### src/rtl/lsu_pkg.sv
// ====================
// lsu package: widths, buffer bases, opcodes
// and the per-opcode phase count
// ====================
package lsu_pkg;

    localparam int data_w    = 32;                  // stack word
    localparam int addr_w    = 12;                  // 4 KiB byte space
    localparam int byte_w    = 8;
    localparam int mem_depth = 1 << addr_w;         // bytes in memory

    typedef logic [data_w-1:0] data_t;              // TOS / NOS word
    typedef logic [addr_w-1:0] addr_t;              // byte address
    typedef logic [byte_w-1:0] byte_t;              // memory byte
    typedef logic [2:0]        phase_t;             // phase 0..4
    typedef logic [1:0]        bsel_t;              // 0 = msb byte

    localparam addr_t tib_base  = 12'h800;          // input buffer start
    localparam addr_t obuf_base = 12'hC00;          // output buffer start

    typedef enum logic [3:0] {
        op_nop     = 4'd0,
        op_iaload  = 4'd1,
        op_baload  = 4'd2,
        op_saload  = 4'd3,
        op_iastore = 4'd4,
        op_bastore = 4'd5,
        op_sastore = 4'd6,
        op_get     = 4'd7,
        op_put     = 4'd8
    } opcode_t;

    typedef enum logic [1:0] {
        idle   = 2'd0,                              // waiting for a strobe
        run    = 2'd1,                              // stepping phases
        finish = 2'd2                               // done cycle
    } seq_state_t;

    // final phase of each operation
    function automatic phase_t last_phase(input opcode_t op);
        case (op)
            op_iaload, op_iastore:            return 3'd4;
            op_saload, op_sastore:            return 3'd2;
            op_baload, op_bastore,
            op_get, op_put:                   return 3'd1;
            default:                          return 3'd0;  // nop
        endcase
    endfunction

endpackage

### src/rtl/load_store_unit.sv
// ====================
// load/store unit: per-phase byte moves between
// the stack registers and byte-wide memory
// ====================
module load_store_unit (
    input  logic             ctl,
    input  logic             rst_n,
    input  logic             start,
    input  logic             busy,
    input  lsu_pkg::opcode_t cur_op,
    input  lsu_pkg::phase_t  phase,
    input  lsu_pkg::data_t   tos_in,
    input  lsu_pkg::data_t   nos_in,
    input  lsu_pkg::byte_t   mem_rdata,
    output lsu_pkg::addr_t   mem_addr,
    output logic             mem_we,
    output lsu_pkg::byte_t   mem_wdata,
    output lsu_pkg::data_t   tos,
    output lsu_pkg::addr_t   in_ptr,
    output lsu_pkg::addr_t   out_ptr
);
    import lsu_pkg::*;

    // registers
    addr_t addr;                                    // memory address
    data_t nos;                                     // captured NOS
    bsel_t bsel;                                    // write byte select

    // next values and their enables
    data_t tos_n;
    logic  tos_x;
    addr_t addr_n;
    logic  addr_x;
    bsel_t bsel_n;
    logic  bsel_x;
    logic  we;                                      // write this phase
    logic  in_x, out_x;                             // buffer pointer steps

    // wires
    data_t tos_cur;                                 // operands valid in phase 0
    data_t nos_cur;
    data_t t_sext;                                  // sign-extended read byte
    data_t t_merge;                                 // shift left, merge byte

    assign tos_cur = start ? tos_in : tos;          // registers load at end of start
    assign nos_cur = start ? nos_in : nos;
    assign t_sext  = {{24{mem_rdata[7]}}, mem_rdata};
    assign t_merge = {tos[23:0], mem_rdata};

    // small per-phase actions
    task automatic set_tos(input data_t d);
        tos_n = d;
        tos_x = 1'b1;
    endtask

    task automatic set_addr(input addr_t a);
        addr_n = a;
        addr_x = 1'b1;
    endtask

    task automatic set_bsel(input bsel_t b);
        bsel_n = b;
        bsel_x = 1'b1;
    endtask

    // write selected byte, then step address and select
    task automatic write_step();
        we = 1'b1;
        set_addr(addr + 12'd1);
        set_bsel(bsel + 2'd1);
    endtask

    always_comb begin
        tos_n  = '0;
        tos_x  = 1'b0;
        addr_n = '0;
        addr_x = 1'b0;
        bsel_n = 2'd3;
        bsel_x = 1'b0;
        we     = 1'b0;
        in_x   = 1'b0;
        out_x  = 1'b0;
        case (cur_op)
            op_iaload:
                case (phase)
                    3'd0: set_addr(tos_cur[11:0]);
                    3'd1: begin set_addr(addr + 12'd1); set_tos(t_sext); end
                    3'd2, 3'd3: begin set_addr(addr + 12'd1); set_tos(t_merge); end
                    3'd4: set_tos(t_merge);
                    default: ;
                endcase
            op_baload:
                case (phase)
                    3'd0: set_addr(tos_cur[11:0]);
                    3'd1: set_tos(t_sext);          // signed byte
                    default: ;
                endcase
            op_saload:
                case (phase)
                    3'd0: set_addr(tos_cur[11:0]);
                    3'd1: begin set_addr(addr + 12'd1); set_tos(t_sext); end
                    3'd2: set_tos(t_merge);
                    default: ;
                endcase
            op_iastore:
                case (phase)
                    3'd0: begin set_addr(nos_cur[11:0]); set_bsel(2'd0); end
                    3'd1, 3'd2, 3'd3: write_step();
                    3'd4: we = 1'b1;                // lsb, no further step
                    default: ;
                endcase
            op_bastore:
                case (phase)
                    3'd0: begin set_addr(nos_cur[11:0]); set_bsel(2'd3); end
                    3'd1: we = 1'b1;
                    default: ;
                endcase
            op_sastore:
                case (phase)
                    3'd0: begin set_addr(nos_cur[11:0]); set_bsel(2'd2); end
                    3'd1: write_step();
                    3'd2: we = 1'b1;
                    default: ;
                endcase
            op_get:
                case (phase)
                    3'd0: set_addr(in_ptr);
                    3'd1: begin set_tos(t_sext); in_x = 1'b1; end
                    default: ;
                endcase
            op_put:
                case (phase)
                    3'd0: begin set_addr(out_ptr); set_bsel(2'd3); end
                    3'd1: begin we = 1'b1; out_x = 1'b1; end
                    default: ;
                endcase
            default: ;                              // nop moves nothing
        endcase
    end

    // byte mux, msb first
    always_comb begin
        case (bsel)
            2'd0:    mem_wdata = tos[31:24];
            2'd1:    mem_wdata = tos[23:16];
            2'd2:    mem_wdata = tos[15:8];
            default: mem_wdata = tos[7:0];
        endcase
    end

    assign mem_addr = addr;
    assign mem_we   = we && busy;                   // no writes between ops

    always_ff @(posedge ctl or negedge rst_n) begin
        if (!rst_n) begin
            addr    <= '0;
            tos     <= '0;
            nos     <= '0;
            bsel    <= 2'd3;
            in_ptr  <= tib_base;
            out_ptr <= obuf_base;
        end else if (busy) begin
            if (start) begin
                tos <= tos_in;                      // operand capture
                nos <= nos_in;
            end
            if (tos_x)  tos     <= tos_n;
            if (addr_x) addr    <= addr_n;
            if (bsel_x) bsel    <= bsel_n;
            if (in_x)   in_ptr  <= in_ptr + 12'd1;
            if (out_x)  out_ptr <= out_ptr + 12'd1;
        end
    end

endmodule

### config.mk
export PLATFORM = sky130hd
export DESIGN_NAME = load_store_unit
export DESIGN_NICKNAME = d
export VERILOG_FILES = /design/src/rtl/lsu_pkg.sv /design/src/rtl/load_store_unit.sv
export SDC_FILE = /design/constraint.sdc
export NUM_CORES = 1
export LEC_CHECK = 0
export ABC_AREA = 1
export BUFFER_PORTS_ARGS = -buffer_cell sky130_fd_sc_hd__clkbuf_2
export CORE_MARGIN = 2
export CORE_UTILIZATION = 58
export DETAILED_ROUTE_END_ITERATION = 10
export PLACE_DENSITY = 0.95
export SETUP_SLACK_MARGIN = 0.05
export SLEW_MARGIN = 5
export SYNTH_ARGS = -nofsm -noshare
export SYNTH_HDL_FRONTEND = slang
export SYNTH_SLANG_ARGS = --single-unit
### constraint.sdc
create_clock -name ctl -period 2.58 [get_ports ctl]
set_clock_uncertainty 0.05 [all_clocks]
set_input_delay 0.387 -clock ctl [delete_from_list [all_inputs] [get_ports ctl]]
set_output_delay 0.387 -clock ctl [all_outputs]
set_load 0.01 [all_outputs]
==> results of run 1 <==
==> per-stage QoR <==
stage               hold WS, ns  cell area [um^2]
floorplan                0.0414              6030
global placement          0.356              6910
detailed placement        0.359              6910
CTS                       0.196              7140
global route              0.220              7140
finish                    0.201              7140
==> area by class of cell <==
type | instances | area, um^2
Inverter | 106 | 398
Multi-Input combinational cell | 662 | 3370
Fill cell | 809 | 3100
Timing Repair Buffer | 165 | 921
Tap cell | 136 | 170
Sequential cell | 82 | 2060
Clock buffer | 11 | 131
Clock inverter | 5 | 85.1
==> cells in the mapped netlist, drive strengths merged (3+ instances only) <==
cell type    n  area (um^2)
nand2      227          857
o21ai      136          684
inv        106          398
dfrtp       77         1930
nor2        63          264
nand3       61          315
clkbuf      35          131
a21oi       27          139
a22oi       25          188
xor2        22          193
a31oi       21          131
o22ai       21          131
buf         14         75.1
a211oi       9         67.6
nor3         8         56.3
o21a         8         60.1
ha           7         87.6
or2          6         37.5
dfstp        5          131
nand4        5         37.5
o211ai       5         37.5
nand3b       3         22.5
==> registers in the layout, summed over array words and instances, names as in the netlist <==
| register | cells |
|---|---|
| nos | 12 |
| out_ptr | 12 |
| mem_addr | 12 |
| in_ptr | 12 |
| bsel | 2 |
| tos | 32 |
==> layer usage <==
layer	up-vias	GRT usage	routed length (um)
met5	-	0	0
met4	0	0.145	818
met3	90	0.0711	2310
met2	551	0.529	8590
met1	3206	0.468	7510
li1	3257	-	-
==> worst max-delay path by stage <==
stage	startpoint	to	cells past startpoint
final	bsel[1]	mem_wdata[0]	4
after global routing	bsel[0]	mem_wdata[3]	7
after CTS	bsel[0]	mem_wdata[5]	7
after detailed placement	cur_op[3]	tos[13]	11
after global placement	cur_op[1]	mem_we	9
after floorplan	bsel[1]	mem_wdata[5]	5
==> cell families (layout without fill, tap and decap cells) <==
| group | Yosys count | count (layout) | synth area share |
|---|---|---|---|
| simple gates | 375 | 375 | 0.266 |
| fa+ha+maj | 7 | 7 | 0.0145 |
| buf+inv | 155 | 287 | 0.100 |
| compound gates | 256 | 256 | 0.244 |
| flops | 82 | 82 | 0.341 |
| xor+xnor | 24 | 24 | 0.0348 |
==> power breakdown <==
| group | switching, mW | internal, mW |
|---|---|---|
| clock network | 0.529 | 0.554 |
| registers | 0.127 | 1.42 |
| logic | 0.668 | 0.373 |
==> timing repair <==
item	4_1_cts	5_1_grt
hold endpoints to repair	38	0
hold buffers	1	0
resized for setup	0	2
setup endpoints to repair	0	7
==> worst reg2reg max path: stages (launching register included) <==
cell and delay [ns]:
dfrtp_1 0.49, ha_1 0.22, nand2_1 0.11, nor2_1 0.28, nand2_1 0.08, nand2_1 0.07
nand2_1 0.08, nand2_1 0.09, nand2_1 0.05, nand2_1 0.06, nand3_1 0.08, o21ai_1 0.20
nand2_1 0.07
==> flow_summary.toml, run 1 <==
[run_status]
status = "finished, final reports clean"

[worst_setup_path]
r2r_slack_ns = 0.53
crit_buf_inv = 1
cp.arrival_ns = 1.96
worst-path-max-fanout = 16
max_stage_delay_ns = 0.57
worstReg2RegEnd = "mem_addr[10]"
reg2regPathDepth = 12
r2r_start = "mem_addr[0]"
required_ns = 2.14
path_cells = "ha_1 -> a211oi_1 -> a21oi_1 -> clkbuf_2"
slowest_stage = "dfstp_2"
end_kind = "primary output"
startpoint_type = "flip-flop"
crit_family = "flip-flops"
critical_path_class = "flip-flop to primary output"

[hold_path]
hold_depth = 3
min_path_type = "input port to flip-flop"
min_from = "mem_rdata[5]"
whs_endpoint = "tos[5]"

[logic_synthesis]
ys_seq_area_frac = 0.341
synth-async-reset-ratio = 1.00
syn_nets = 989
synth_edf_count = 0
syn_area_um2 = 6030
synth-seq-cells = 82
syn_avg_cell_area_um2 = 6.71
synth-warning-count = 0
synth_cell_types = 40
syn_inst = 899
synth-main-ff-cell = "dfrtp_1"

[placement]
dp_hpwl_um = 14000
place.gp.congestion = 1.00
placed_cells = 1150
io_buffers = 139
pre_cts_ws_ns = 0.293

[layout]
syn_to_final_growth_pct = 18.2
final_nets = 1116
final_cell_mix = "nand2_1 (225), clkbuf_2 (138), o21ai_0 (112)"
diodes = 0
drive_above_1_share = 0.209
stdcell_count = 1167
final_util = 0.697
layout_commonest_cell = "nand2_1"

[detailed_routing]
drc = 0
dr_total_vias = 7104
drt_iter0_drc = 954
wl_per_cell_um = 16.5
avgViaCountPerCell = 6.09
ant_nets = 0
firstDrtPassIters = 6
routed_wl_um = 19200

[grt]
gr-total-overflow = 0
grt_pass1_wl_um = 30900
grt_pass1_vias = 6304
grt_max_degree = 49
grtUsageTotal = 0.342
antenna_found_initial = 0

[run]
cap_violations = 0

[clock_tree]
cts.sinks = 82
root_buffer = "clkbuf_8"
insertion_delay_ns = 0.37
cts_tree = "built"
cts_buffers = 9
htree_levels = 3
cts_setup_buffers = 0
clk_transition_reported_paths_ns = 0.09
clk_path_buf_depth = 2

[die]
die-width_um = 106
die_height_um = 106
core_um2 = 10200
start_util = 0.590
dieArea_um2 = 11200
rows = 37
ioPinCount = 160

[sta]
period_share = 0.928
setup_violations = 0
rsz0062_at_grt = "false"
relSlewSlack = 0.619
timing.fmax_ghz = 0.418
maxSlewViolCount = 0
hold_viol = 0
layout_setup_ws_ns = 0.187
tns_ns = 0
tightest_slew_ns = 0.571
min_period_ns = 2.39

[power_and_ir_drop]
p_per_area_nw_per_um2 = 514
p_total_mw = 3.67
vdd_drop_max_mv = 0.302
leakage_nw = 3.77
No activity file was read; power rests on OpenSTA's default activity.
==> run 2, diff against run 1 <==
Settings changed: CORE_UTILIZATION 58 to 45, GPL_TIMING_DRIVEN from default to 0, PLACE_DENSITY 0.95 to 0.78.
==> run 2 against run 1 <==
  * Via count is 2.5% lower
  * Sequential share of layout area is 0.56 points lower
  * Power is 7.7% higher
  * Critical path type unchanged
  * Critical endpoint is now mem_wdata[7]
  * Largest cell class unchanged
  * Highest routed layer unchanged
==> flow_summary.toml, run 2 (synthesized netlist as in run 1, its figures left out) <==
[detailed_routing]
firstDrtPassIters = 5
avgViaCountPerCell = 5.64
wl_per_cell_um = 16.3
routed_wl_um = 20000
dr_total_vias = 6925
drc = 0
ant_nets = 0
drt_iter0_drc = 904

[worst_setup_path]
critical_path_class = "flip-flop to primary output"
slowest_stage = "dfstp_2"
cp.arrival_ns = 1.99
worst-path-max-fanout = 8
max_stage_delay_ns = 0.56
startpoint_type = "flip-flop"
path_cells = "inv_1 -> ha_1 -> clkbuf_1 -> a211oi_1 -> a21oi_1 -> clkbuf_2"
end_kind = "primary output"
required_ns = 2.14

[power_and_ir_drop]
vdd_drop_max_mv = 0.411
share_seq_of_total_power = 0.390
p_int_mw = 2.57
swShare = 0.348
p_sw_mw = 1.38
leakage_nw = 3.80
p_per_area_nw_per_um2 = 543
pwr-share-clk = 0.347
comb_power_share = 0.263

[clock_tree]
cts.hold.buffers_added = 0
root_buffer = "clkbuf_16"
clk_path_buf_depth = 2
insertion_delay_ns = 0.36
cts.sinks = 82
htree_levels = 3
cts_tree = "built"
cts_buffers = 9
clk_transition_reported_paths_ns = 0.07

[grt]
grt_max_degree = 43
antenna_found_initial = 0
grtUsageTotal = 0.283
grt_pass1_vias = 6285
grt_pass1_wl_um = 32100
gr-total-overflow = 0

[placement]
placed_cell_area_um2 = 6970
dp_hpwl_um = 15100
place.gp.congestion = 0.943
io_buffers = 138
pre_cts_ws_ns = 0.0941
placed_cells = 1214

[layout]
diodes = 0
regMostFlops = "tos"
layout_commonest_cell = "nand2_1"
drive_above_1_share = 0.196
final_nets = 1137
stdcell_count = 1228
largest_reg_flops = 32
finalInstanceArea_um2 = 7280
final_cell_mix = "nand2_1 (225), clkbuf_2 (137), o21ai_0 (112)"
syn_to_final_growth_pct = 20.6

[sta]
min_period_ns = 2.43
maxSlewViolCount = 0
whs_ns = 0.000766
rsz0062_at_grt = "false"
tightest_slew_ns = 0.602
timing.fmax_ghz = 0.412
tns_ns = 0
setup_violations = 0
layout_setup_ws_ns = 0.153
hold_viol = 0
relSlewSlack = 0.599
period_share = 0.941

[die]
die_height_um = 120
dieArea_um2 = 14400
die-width_um = 120
start_util = 0.458
rows = 42
ioPinCount = 160
core_um2 = 13200

[hold_path]
min_path_type = "input port to async pin"

[run_status]
status = "finished, final reports clean"

[run]
cap_violations = 0
## run 2: cell types whose count changed in the layout (fill, tap and decap cells not counted), sizes merged
| cell | before | now |
|---|---|---|
| clkbuf | 149 | 180 |
| buf | 26 | 16 |
| clkinv | 0 | 3 |
| dlygate4sd3 | 1 | 0 |
| bufinv | 2 | 1 |
| inv | 108 | 107 |
## run 2: layout make-up
| class | instances | area (um^2) |
|---|---|---|
| multi-input cells | 662 | 3370 |
| well taps | 176 | 220 |
| plain buffers | 47 | 200 |
| inverters | 106 | 398 |
| flip-flops and latches | 82 | 2060 |
| clock inverters | 6 | 75.1 |
| clock buffers | 10 | 239 |
| fillers | 1296 | 5910 |
| repair buffers | 139 | 713 |
## run 2: power by group through the flow
stage	registers, mW	logic [mW]	clock network [mW]
3_3_place_gp	1.56	0.991	0
6_report	1.54	1.04	1.37
4_1_cts	1.54	1.02	1.38
2_1_floorplan	1.58	0.555	0
5_1_grt	1.55	1.14	1.44
3_5_place_dp	1.56	1.01	0
## run 2: repair_timing
item                                    CTS  global route
endpoints found under the setup margin    2             5
endpoints found under the hold margin     0             0
gates cloned                              0             0
gates resized for setup                   1             2
pin swaps                                 0             0
setup buffers                             0             0
## run 2: through the flow
stage,util,power (mW)
2_1_floorplan,-,2.13
3_3_place_gp,0.527,2.55
5_1_grt,0.552,4.14
6_report,0.552,3.95
4_1_cts,0.552,3.94
3_5_place_dp,0.528,2.57
## run 2: routing by layer
layer / GRT usage / up-vias / routed length, um
met5: 0 / - / 0
met4: 0.0993 / 0 / 556
met3: 0.0594 / 40 / 2010
met2: 0.420 / 393 / 8690
met1: 0.409 / 3196 / 8720
li1: - / 3296 / -
## run 2: critical path: cells and delay by family (launching register included)
| kind | cells | cell delay [ns] |
|---|---|---|
| AO/OA/AOI/OAI | 2 | 0.40 |
| adder cells (fa/ha/maj) | 1 | 0.21 |
| buffers and inverters | 3 | 0.47 |
| flip-flops | 1 | 0.56 |
## run 2: final timing paths
kind	startpoint	endpoint	slack, ns	cells after the start
worst min register to register	nos[8]	nos[8]	0.44	2
max in group asynchronous	rst_n	bsel[0]	1.78	2
worst max-delay path	bsel[0]	mem_wdata[7]	0.15	6
worst max register to register	mem_addr[0]	mem_addr[10]	0.60	12
worst min-delay path	rst_n	nos[8]	0.0008	1
min in group ctl	mem_rdata[4]	tos[4]	0.24	3
