`src/rtl/lsu_pkg.sv`:
```
// ====================
// lsu package: widths, buffer bases, opcodes
// and the per-opcode phase count
// ====================
package lsu_pkg;

    localparam int data_w    = 32;                  // stack word
    localparam int addr_w    = 12;                  // 4 KiB byte space
    localparam int byte_w    = 8;
    localparam int mem_depth = 1 << addr_w;         // bytes in memory

    typedef logic [data_w-1:0] data_t;              // TOS / NOS word
    typedef logic [addr_w-1:0] addr_t;              // byte address
    typedef logic [byte_w-1:0] byte_t;              // memory byte
    typedef logic [2:0]        phase_t;             // phase 0..4
    typedef logic [1:0]        bsel_t;              // 0 = msb byte

    localparam addr_t tib_base  = 12'h800;          // input buffer start
    localparam addr_t obuf_base = 12'hC00;          // output buffer start

    typedef enum logic [3:0] {
        op_nop     = 4'd0,
        op_iaload  = 4'd1,
        op_baload  = 4'd2,
        op_saload  = 4'd3,
        op_iastore = 4'd4,
        op_bastore = 4'd5,
        op_sastore = 4'd6,
        op_get     = 4'd7,
        op_put     = 4'd8
    } opcode_t;

    typedef enum logic [1:0] {
        idle   = 2'd0,                              // waiting for a strobe
        run    = 2'd1,                              // stepping phases
        finish = 2'd2                               // done cycle
    } seq_state_t;

    // final phase of each operation
    function automatic phase_t last_phase(input opcode_t op);
        case (op)
            op_iaload, op_iastore:            return 3'd4;
            op_saload, op_sastore:            return 3'd2;
            op_baload, op_bastore,
            op_get, op_put:                   return 3'd1;
            default:                          return 3'd0;  // nop
        endcase
    endfunction

endpackage

```
`src/rtl/lsu_sequencer.sv`:
```
// ====================
// lsu sequencer: accepts one operation, steps
// its phases and signals busy, start and done
// ====================
module lsu_sequencer (
    input  logic             ctl,
    input  logic             rst_n,
    input  logic             op_valid,
    input  lsu_pkg::opcode_t op,
    output logic             busy,
    output logic             start,
    output logic             done,
    output lsu_pkg::opcode_t cur_op,
    output lsu_pkg::phase_t  phase
);
    import lsu_pkg::*;

    seq_state_t state;                              // fsm state
    logic       accept;                             // strobe taken this edge
    logic       last;                               // final phase reached

    assign accept = op_valid && !busy;              // strobes while busy dropped
    assign last   = (phase == last_phase(cur_op));

    assign busy = (state == run);
    assign done = (state == finish);                // one cycle after last phase

    always_ff @(posedge ctl or negedge rst_n) begin
        if (!rst_n) begin
            state  <= idle;
            phase  <= '0;
            cur_op <= op_nop;
            start  <= 1'b0;
        end else begin
            start <= 1'b0;                          // single-cycle pulse
            case (state)
                idle, finish: begin
                    // a new op may arrive in the done cycle
                    if (accept) begin
                        state  <= run;
                        cur_op <= op;               // latch opcode
                        phase  <= '0;
                        start  <= 1'b1;             // unit captures operands
                    end else begin
                        state <= idle;
                    end
                end
                run: begin
                    if (last) begin
                        state <= finish;            // busy drops, done rises
                    end else begin
                        phase <= phase + 3'd1;
                    end
                end
                default: state <= idle;
            endcase
        end
    end

endmodule

```
`config.mk`:
```
export PLATFORM = sky130hd
export DESIGN_NAME = lsu_sequencer
export DESIGN_NICKNAME = d
export VERILOG_FILES = /design/src/rtl/lsu_pkg.sv /design/src/rtl/lsu_sequencer.sv
export SDC_FILE = /design/constraint.sdc
export NUM_CORES = 1
export LEC_CHECK = 0
export BUFFER_PORTS_ARGS = -buffer_cell sky130_fd_sc_hd__clkbuf_2
export CAP_MARGIN = 20
export CORE_AREA = 2 2 39 41
export CTS_BUF_LIST = sky130_fd_sc_hd__clkbuf_4 sky130_fd_sc_hd__clkbuf_8 sky130_fd_sc_hd__clkbuf_16
export DETAILED_ROUTE_END_ITERATION = 10
export DIE_AREA = 0 0 41 43
export MAX_ROUTING_LAYER = met4
export PLACE_DENSITY = 0.74
export SLEW_MARGIN = 5
export SYNTH_ARGS = -nofsm -noshare
export SYNTH_HDL_FRONTEND = slang
export SYNTH_SLANG_ARGS = --single-unit
```
`constraint.sdc`:
```
create_clock -name ctl -period 3.48 [get_ports ctl]
set_input_delay 0.522 -clock ctl [delete_from_list [all_inputs] [get_ports ctl]]
set_output_delay 0.522 -clock ctl [all_outputs]
set_load 0.05 [all_outputs]
```
==> results of run 1 <==
final timing paths:
path / start / endpoint / slack [ns] / depth (start not counted)
worst max-delay path: cur_op[1] / phase[2] / 1.64 / 5
worst min-delay path: rst_n / state[0] / 0.12 / 1
worst max register to register: cur_op[1] / phase[2] / 1.64 / 5
worst min register to register: state[1] / state[1] / 0.47 / 1
max in group asynchronous: rst_n / cur_op[2] / 3.15 / 1
min in group ctl: op[0] / cur_op[0] / 0.45 / 3
metrics by stage:
stage                     std cells  worst slack [ns]
after floorplan                  52              1.46
after global placement           83              1.69
after detailed placement         83              1.64
after CTS                        86              1.63
after global routing             86              1.56
final                            86              1.64
area by class of cell:
type,count,area (um2)
clock buffer,3,22.5
fill,135,748
inverter,3,11.3
multi-input combinational,38,251
sequential,10,250
tap,16,20.0
timing repair buffer,16,80.1
cells in the mapped netlist:
master,instances
nand2b_1,1
and3b_2,1
o22ai_2,1
a211oi_2,1
a311o_1,1
ha_1,1
mux2i_1,2
or3b_1,1
xnor2_1,2
inv_1,3
dfrtp_1,10
o21a_1,1
o311a_1,1
nor2_1,1
nand2_1,16
nor3b_1,1
clkbuf_1,1
or3b_2,1
nor2b_1,2
o22ai_1,1
and4b_1,1
nand3b_1,2
logic make-up after synthesis:
kind of cell / count (synthesis) / share of synthesized area (%)
fa+ha+maj: 1 / 2.42
xor+xnor: 2 / 3.39
compound gates: 6 / 11.4
mux: 2 / 3.87
simple gates: 27 / 27.6
flops: 10 / 48.4
buf+inv: 4 / 2.90
worst max-delay path: cells and delay by family (launching register included):
kind	cells	cell delay, ns
compound gates	3	0.69
flops	1	0.43
simple gates	2	0.61
metal layers:
layer  share of wire [%]  routed length (um)  GRT usage [%]
met3                 2.5                  26           1.57
met2                  52                 532           21.9
met4                 1.8                  19           14.0
met1                  44                 455           16.6
met5                   0                   0              -
sequential cells by signal, indices dropped and copies added, names as in the netlist:
signal and flops:
phase 3, cur_op 4, state 2, start 1
==> qor.csv, run 1 <==
stage,metric,value,unit
outcome,outcome,"finished, final reports clean",
layout,layout.nets,80,
floorplan,die_area,0.00176,mm2
sta,slew_violations,0,
placement,io_buffers,16,
synthesis,syn_area_per_cell,9.94,um2
layout,final_area,636,um2
worst_setup_path,worst-path-max-fanout,5,
layout,area_growth,23.0,%
worst_setup_path,path_cells,"or3b_1, a211oi_2, o22ai_2, and4b_1, a311o_1",
floorplan,core-area,0.00138,mm2
sta,tightest_slew,0.336,ns
sta,holdWs,0.119,ns
worst_setup_path,cp-start-kind,flop,
layout,diodes,0,
sta,slew_headroom,77.6,%
route,drc,0,
worst_setup_path,worstPathRequired,3.62,ns
layout,drive_gt1_share,32.9,%
route,dr.pass1.iters,4,
clock_tree,hold_buffers,0,
synthesis,yosysWarningCount,0,
floorplan,fp.dieH,43,um
worst_setup_path,cp_data_arrival_time,1.98,ns
synthesis,post-synth-top-area-fraction,48.4,%
sta,fmax,0.542,GHz
flow_run,drv_cap,0,
clock_tree,cts-root-buf,clkbuf_4,
clock_tree,cts-resized-gates,0,
synthesis,yosys.area.top_type,dfrtp_1,
clock_tree,clk_latency,0.26,ns
grt,grt_pass1_wl,1.67,mm
clock_tree,cts_tree,done,
synthesis,synth_cells,52,
synthesis,syn-num-nets,60,
grt,track_usage,15.0,%
worst_setup_path,critPathKind,reg2reg,
grt,grt_pass1_vias,405,
clock_tree,cts_buffers,3,
floorplan,ioPinCount,17,
hold_path,hold_class,in2async,
worst_setup_path,slowest_stage,dfrtp_1,
floorplan,start_util,37.3,%
route,drt-total-wl,1.03,mm
clock_tree,clock_sinks,10,
synthesis,yosysSeqAreaShare,48.4,%
route,post_drt_wl_per_cell,12.0,um
synthesis,yosysUniqueCellTypes,22,
placement,dpl_cell_area,613,um2
route,antenna_left,0,
clock_tree,cts.path.max_buffers,2,
sta,rsz0062_at_grt,false,
clock_tree,cts_max_level,1,
route,drt_iter0_markers,5,
placement,finalWeightedCongestion,0.606,
layout,layout_common_cells,"nand2_1 (16), clkbuf_2 (16), dfrtp_1 (10)",
floorplan,die_w,41,um
sta,setup-violations-final,0,
synthesis,netlist_area,517,um2
route,dr_total_vias,436,
route,viasPerCell,5.07,
floorplan,rows,14,
worst_setup_path,cp-end-kind,flop,
sta,min_period_over_period,53.0,%
synthesis,ys_ff_latch,10,
sta,hold_violations,0,
layout,final_util,45.9,%
synthesis,synth_area_leaders,"dfrtp_1 (48%), nand2_1 (12%), mux2i_1 (3.9%)",
grt,grt_overflow,0,
sta,fin_tns_setup,0,ns
grt,antenna_found_initial,0,
grt,grt_max_degree,11,
placement,hpwlAfterDp,801,um
clock_tree,cts_setup_buffers,0,
clock_tree,clk_pin_slew_worst_paths,0.06,ns
sta,clock_skew,0.00255,ns
worst_setup_path,cp_slowest_stage_delay,0.43,ns
sta,period_needed,1.84,ns
Power of run 1 is not shown: default switching activity piles up to over one toggle a cycle in this logic, so the estimate is an artifact.
==> inputs of run 2 (changes only) <==
--- a/config.mk
+++ b/config.mk
@@ -5,6 +5,7 @@
 export SDC_FILE = /design/constraint.sdc
 export NUM_CORES = 1
 export LEC_CHECK = 0
+export ABC_AREA = 1
 export BUFFER_PORTS_ARGS = -buffer_cell sky130_fd_sc_hd__clkbuf_2
 export CAP_MARGIN = 20
 export CORE_AREA = 2 2 39 41
@@ -12,7 +13,7 @@
 export DETAILED_ROUTE_END_ITERATION = 10
 export DIE_AREA = 0 0 41 43
 export MAX_ROUTING_LAYER = met4
-export PLACE_DENSITY = 0.74
+export PLACE_DENSITY = 0.75
 export SLEW_MARGIN = 5
 export SYNTH_ARGS = -nofsm -noshare
 export SYNTH_HDL_FRONTEND = slang
==> constraint.sdc (replaced) <==
create_clock -name ctl -period 1.76 [get_ports ctl]
set_input_delay 0.264 -clock ctl [delete_from_list [all_inputs] [get_ports ctl]]
set_output_delay 0.264 -clock ctl [all_outputs]
set_load 0.05 [all_outputs]
==> qor.csv, run 2 <==
stage,metric,value,unit,change
route,dr_total_vias,520,,+19%
sta,min_period_over_period,80.6,%,
worst_setup_path,cp-end-kind,output pin,,
floorplan,rows,14,,unchanged
worst_setup_path,cp_data_arrival_time,1.15,ns,-0.83 ns
worst_setup_path,cp-start-kind,flop,,
grt,grt_max_degree,11,,unchanged
worst_setup_path,cp_slowest_stage_delay,0.37,ns,-0.06 ns
clock_tree,cts_buffers,3,,unchanged
synthesis,yosysWarningCount,0,,unchanged
worst_setup_path,reg2regPathDepth,10,,+5
clock_tree,cts_tree,done,,
grt,grt_util_met1,19.4,%,+2.8 points
grt,grt_use_met2,27.5,%,+5.6 points
synthesis,synth_most_common_cell,nand2_1,,
route,post_drt_wl_per_cell,11.3,um,-6.1%
worst_setup_path,r2r_slack,0.42,ns,-1.22 ns
layout,layout_common_cells,"nand2_1 (20), clkbuf_2 (16), nor2_1 (11)",,
worst_setup_path,slowest_stage,dfrtp_1,,
grt,busiest_layer,met2,,
layout,area_growth,25.3,%,
outcome,outcome,"finished, final reports clean",,
synthesis,async_flop_share,100,%,unchanged
clock_tree,clk_latency,0.26,ns,about the same
synthesis,synth_cells,70,,+35%
route,drt_iter0_markers,15,,+10
route,drc,0,,unchanged
synthesis,netlist_area,524,um2,+1.5%
synthesis,synth_area_leaders,"dfrtp_1 (48%), nand2_1 (14%), nor2_1 (7.9%)",,
synthesis,yosysUniqueCellTypes,14,,-36%
sta,fmax,0.705,GHz,
clock_tree,cts-resized-gates,0,,unchanged
synthesis,yosysSeqAreaShare,47.7,%,-0.69 points
clock_tree,cts-root-buf,clkbuf_4,,
layout,final_common_cell,nand2_1,,
synthesis,syn_area_per_cell,7.49,um2,-25%
sta,rsz0062_at_grt,false,,
layout,layout.nets,100,,+25%
synthesis,yosys.area.top_type,dfrtp_1,,
sta,clock_skew,0.00178,ns,-0.000767 ns
worst_setup_path,endpoint,busy,,
pwr,max-vdd-ir-drop,0.779,mV,
worst_setup_path,worstPathRequired,1.50,ns,-2.12 ns
clock_tree,cts_setup_buffers,0,,unchanged
worst_setup_path,worst-path-max-fanout,3,,-2
synthesis,yosys-top-cells-count,"nand2_1 (20), nor2_1 (11), dfrtp_1 (10), inv_1 (10)",,
worst_setup_path,path_cells,"nor2_1, clkbuf_2",,
layout,diodes,0,,unchanged
sta,fin_tns_setup,0,ns,unchanged
layout,fill_cells,138,,+2.2%
route,drt-total-wl,1.20,mm,+16%
layout,drive_gt1_share,25.6,%,-7.3 points
placement,hpwlAfterDp,897,um,+12%
worst_setup_path,timing.rr.end,phase[2],,
clock_tree,cts_max_level,1,,unchanged
placement,dpl_cell_area,624,um2,+1.8%
sta,tightest_slew,0.280,ns,-0.0558 ns
worst_setup_path,critPathKind,reg2out,,
floorplan,ioPinCount,17,,unchanged
floorplan,core-area,0.00138,mm2,unchanged
layout,final_util,47.5,%,+1.5 points
sta,slew_headroom,81.4,%,+3.8 points
layout,fin_cells,106,,+23%
sta,holdWs,0.210,ns,+0.0903 ns
layout,final_area,657,um2,+3.3%
route,viasPerCell,4.91,,-3.2%
layout,reg_top3,"cur_op x4, phase x3, state x2",,
sta,fin_ws,0.342,ns,-1.29 ns
grt,antenna_found_initial,0,,unchanged
sta,hold_violations,0,,unchanged
floorplan,fp.dieH,43,um,unchanged
placement,io_buffers,16,,unchanged
pwr,p_leak,0.378,nW,
floorplan,die_area,0.00176,mm2,unchanged
worst_setup_path,cp.depth,2,,-3
layout,regMostFlops,cur_op,,
worst_setup_path,cpLargestDelayFamily,flip-flops,,
sta,setup-violations-final,0,,unchanged
grt,track_usage,17.1,%,+2.1 points
grt,grt_overflow,0,,unchanged
synthesis,ys_ff_latch,10,,unchanged
layout,largest_reg_flops,4,,unchanged
route,dr.pass1.iters,5,,+1
pwr,powerDensity,2160,mW/mm2,
placement,dp_slack,0.449,ns,-1.19 ns
grt,grt_pass1_wl,1.95,mm,+17%
synthesis,syn-num-nets,78,,+30%
clock_tree,clock_sinks,10,,unchanged
floorplan,die_w,41,um,unchanged
sta,period_needed,1.42,ns,
grt,use_met3,3.14,%,+1.6 points
placement,dp_cells,102,,+23%
clock_tree,clk_pin_slew_worst_paths,0.06,ns,about the same
grt,grt_pass1_vias,472,,+17%
floorplan,start_util,37.9,%,+0.54 points
worst_setup_path,worstSetupStartpoint,state[1],,
route,antenna_left,0,,unchanged
sta,slew_violations,0,,unchanged
worst_setup_path,reg2reg_from,phase[2],,
pwr,p_total,1.42,mW,
hold_path,hold_depth,3,,
hold_path,hold_class,in2reg,,
synthesis,synth_top_flop_cell,dfrtp_1,,
clock_tree,cts.path.max_buffers,2,,unchanged
clock_tree,hold_buffers,1,,+1
synthesis,post-synth-top-area-fraction,47.7,%,-0.69 points
worst_setup_path,cp_num_buf_inv,1,,+1
placement,finalWeightedCongestion,0.848,,+40%
flow_run,drv_cap,0,,unchanged
synthesis,synth_edf_count,0,,unchanged
run 2: cell types whose count changed after synthesis, moves of 2 or more:
| cell | change |
|---|---|
| nand3b_1 | -2 |
| nand2_1 | +4 |
| nand2_2 | +2 |
| nand3_1 | +5 |
| o21ai_0 | +5 |
| nor2_1 | +10 |
| mux2i_1 | -2 |
| inv_1 | +7 |
| nor2b_1 | -2 |
run 2: final cells by class:
type                       instances  area (um2)  share of cell area [%]
clock buffer                       3        22.5                    3.43
inverter                          11        41.3                    6.29
multi-input combinational         49         233                    35.4
sequential                        10         250                    38.1
tap                               16        20.0                    3.05
timing repair buffer              17        90.1                    13.7
run 2: worst min-delay path by stage:
stage | endpoint | slack, ns | from
finish | cur_op[3] | 0.21 | op[3]
CTS | cur_op[0] | 0.20 | op[0]
global placement | state[0] | 0.14 | rst_n
global route | cur_op[1] | 0.23 | op[1]
floorplan | cur_op[0] | -0.03 | rst_n
detailed placement | phase[2] | 0.15 | rst_n
run 2: metal layers:
metal | routed length (um) | vias up
met5 | 0 | -
met4 | 7 | 0
met3 | 34 | 2
met2 | 638 | 15
met1 | 515 | 246
li1 | - | 257
run 2: cells by family after synthesis:
group / synth area share (%)
buffers and inverters: 7.88
adders and majority gates: 2.39
AOI/OAI and AO/OA: 5.73
xor gates and xnor gates: 1.67
DFF: 47.7
and+or+nand+nor: 34.6
run 2: power breakdown:
group	switching [mW]	total (mW)	internal (mW)
clock network	0.0710	0.150	0.0787
logic	0.649	0.862	0.214
registers	0.0902	0.409	0.319
total	0.810	1.42	0.611
run 2: worst reg2reg max path, delay by kind of cell, from the launching register on:
family	cells	cell delay [ns]
and+or+nand+nor	9	0.73
DFF	1	0.44
buffers and inverters	1	0.06
Power figures use the tool's default switching activity.
==> inputs of run 3 (changes only) <==
--- a/config.mk
+++ b/config.mk
@@ -13,7 +13,7 @@
 export DETAILED_ROUTE_END_ITERATION = 10
 export DIE_AREA = 0 0 41 43
 export MAX_ROUTING_LAYER = met4
-export PLACE_DENSITY = 0.75
+export PLACE_DENSITY = 0.77
 export SLEW_MARGIN = 5
 export SYNTH_ARGS = -nofsm -noshare
 export SYNTH_HDL_FRONTEND = slang
==> constraint.sdc (replaced) <==
create_clock -name ctl -period 1.16 [get_ports ctl]
set_input_delay 0.174 -clock ctl [delete_from_list [all_inputs] [get_ports ctl]]
set_output_delay 0.174 -clock ctl [all_outputs]
set_load 0.05 [all_outputs]
==> qor.csv, run 3 (synthesis gave the netlist of run 2 again) <==
stage,metric,value,unit,change
floorplan,ioPinCount,17,,unchanged
clock_tree,cts.path.max_buffers,2,,unchanged
grt,grt_max_degree,11,,unchanged
route,drt-total-wl,1.47,mm,+23%
pwr,p_total,2.92,mW,+110%
worst_setup_path,worst-path-max-fanout,5,,+2
route,post_drt_wl_per_cell,12.6,um,+11%
clock_tree,clk_latency,0.26,ns,about the same
sta,min_period_over_period,114,%,
layout,drive_gt1_share,52.5,%,+27 points
floorplan,rows,14,,unchanged
sta,slew_headroom,81.4,%,about the same
grt,grt_pass1_vias,574,,+22%
route,drt_iter0_markers,18,,+3
layout,layout_common_cells,"nand2_1 (18), clkbuf_2 (8), buf_4 (8)",,
sta,period_needed,1.32,ns,
worst_setup_path,cp_data_arrival_time,1.48,ns,+0.33 ns
flow_run,drv_cap,0,,unchanged
layout,fill_cells,100,,-28%
sta,rsz0062_at_grt,true,,
layout,reg_top3,"cur_op x4, phase x3, state x2",,
clock_tree,cts_tree,done,,
layout,area.sequential,258,um2,+3.0%
route,dr.pass1.iters,4,,-1
sta,clock_skew,0.00440,ns,+0.00262 ns
floorplan,start_util,37.9,%,unchanged
outcome,outcome,finished with violations,,
pwr,max-vdd-ir-drop,1.53,mV,+96%
pwr,p_leak,0.453,nW,+20%
clock_tree,clock_sinks,10,,unchanged
floorplan,die_area,0.00176,mm2,unchanged
worst_setup_path,cp-end-kind,flop,,
hold_path,hold_class,in2reg,,
sta,fin_ws,-0.164,ns,-0.506 ns
layout,area_growth,67.1,%,
placement,io_buffers,16,,unchanged
clock_tree,clk_pin_slew_worst_paths,0.07,ns,about the same
grt,grt_overflow,0,,unchanged
worst_setup_path,cp-start-kind,flop,,
floorplan,fp.dieH,43,um,unchanged
floorplan,die_w,41,um,unchanged
clock_tree,cts-root-buf,clkbuf_4,,
grt,grt_pass1_wl,2.32,mm,+19%
worst_setup_path,worstPathRequired,1.31,ns,-0.19 ns
sta,holdWs,0.123,ns,-0.0862 ns
placement,hpwlAfterDp,872,um,-2.8%
sta,hold_violations,0,,unchanged
clock_tree,cts_buffers,3,,unchanged
layout,multi_input_area,265,um2,+14%
clock_tree,cts_max_level,1,,unchanged
grt,track_usage,19.6,%,+2.6 points
route,antenna_left,0,,unchanged
route,drc,0,,unchanged
grt,antenna_found_initial,0,,unchanged
layout,diodes,0,,unchanged
sta,setup-violations-final,7,,+7
layout,final_common_cell,nand2_1,,
floorplan,core-area,0.00138,mm2,unchanged
sta,slew_violations,0,,unchanged
route,viasPerCell,4.91,,+0.18%
placement,finalWeightedCongestion,0.770,,-9.3%
outcome,failed_checks,negative setup slack,,
layout,largest_reg_flops,4,,unchanged
route,dr_total_vias,575,,+11%
layout,regMostFlops,cur_op,,
worst_setup_path,critPathKind,reg2reg,,
pwr,powerDensity,3330,mW/mm2,+54%
sta,fmax,0.755,GHz,
sta,tightest_slew,0.281,ns,+0.000731 ns
layout,layout.nets,110,,+10%
==> run 3: worst paths after layout <==
kind	end	cells past startpoint	slack [ns]	start
max in group asynchronous	phase[2]	2	0.63	rst_n
max	phase[0]	9	-0.16	cur_op[0]
min reg2reg	cur_op[3]	2	0.65	cur_op[3]
max reg2reg	phase[0]	9	-0.16	cur_op[0]
min	cur_op[1]	3	0.12	op[1]
min in group asynchronous	start	2	0.31	rst_n
==> run 3: worst max-delay path, cell delays in order, from the launching register on <==
cell	delay (ns)
dfrtp_2	0.42
inv_2	0.06
nand2_2	0.07
nand3_2	0.08
nor2_1	0.19
nor2_2	0.07
nand2_2	0.10
nand2_4	0.08
nand3_1	0.08
nand2_1	0.06
==> run 3: cell type report <==
cell class	count	share of cell area [%]
sequential	10	29.4
clock buffer	4	4.14
tap	16	2.29
multi-input combinational	49	30.3
inverter	11	5.14
timing repair buffer	27	28.7
==> run 3: power by group <==
group          internal [mW]  leakage, nW  total [mW]  switching, mW
Clock                  0.190       0.0210       0.309          0.119
Combinational          0.739        0.312        1.94           1.20
Sequential             0.499        0.120       0.671          0.171
==> run 3: metrics by stage <==
stage	utilization [%]	area (um2)	instances	setup TNS [ns]	worst slack [ns]
floorplan	-	547	70	-0.593	-0.171
global placement	50.0	692	108	-0.303	-0.106
detailed placement	50.0	692	108	-0.369	-0.124
CTS	60.7	840	115	-0.426	-0.115
global route	63.3	876	117	-1.42	-0.282
finish	63.3	876	117	-0.757	-0.164
==> run 3: routing by layer <==
metal	global-route usage (%)	up-vias	routed length, um
li1	-	284	-
met1	23.9	268	598
met2	30.9	17	780
met3	1.57	6	36
met4	10.0	0	55
met5	-	-	0
==> run 3: repair_timing <==
item,CTS,global route
hold buffers,1,0
setup buffers,2,3
endpoints found under the hold margin,10,0
gates resized for setup,21,12
pin swaps,2,4
setup endpoints to repair,10,12
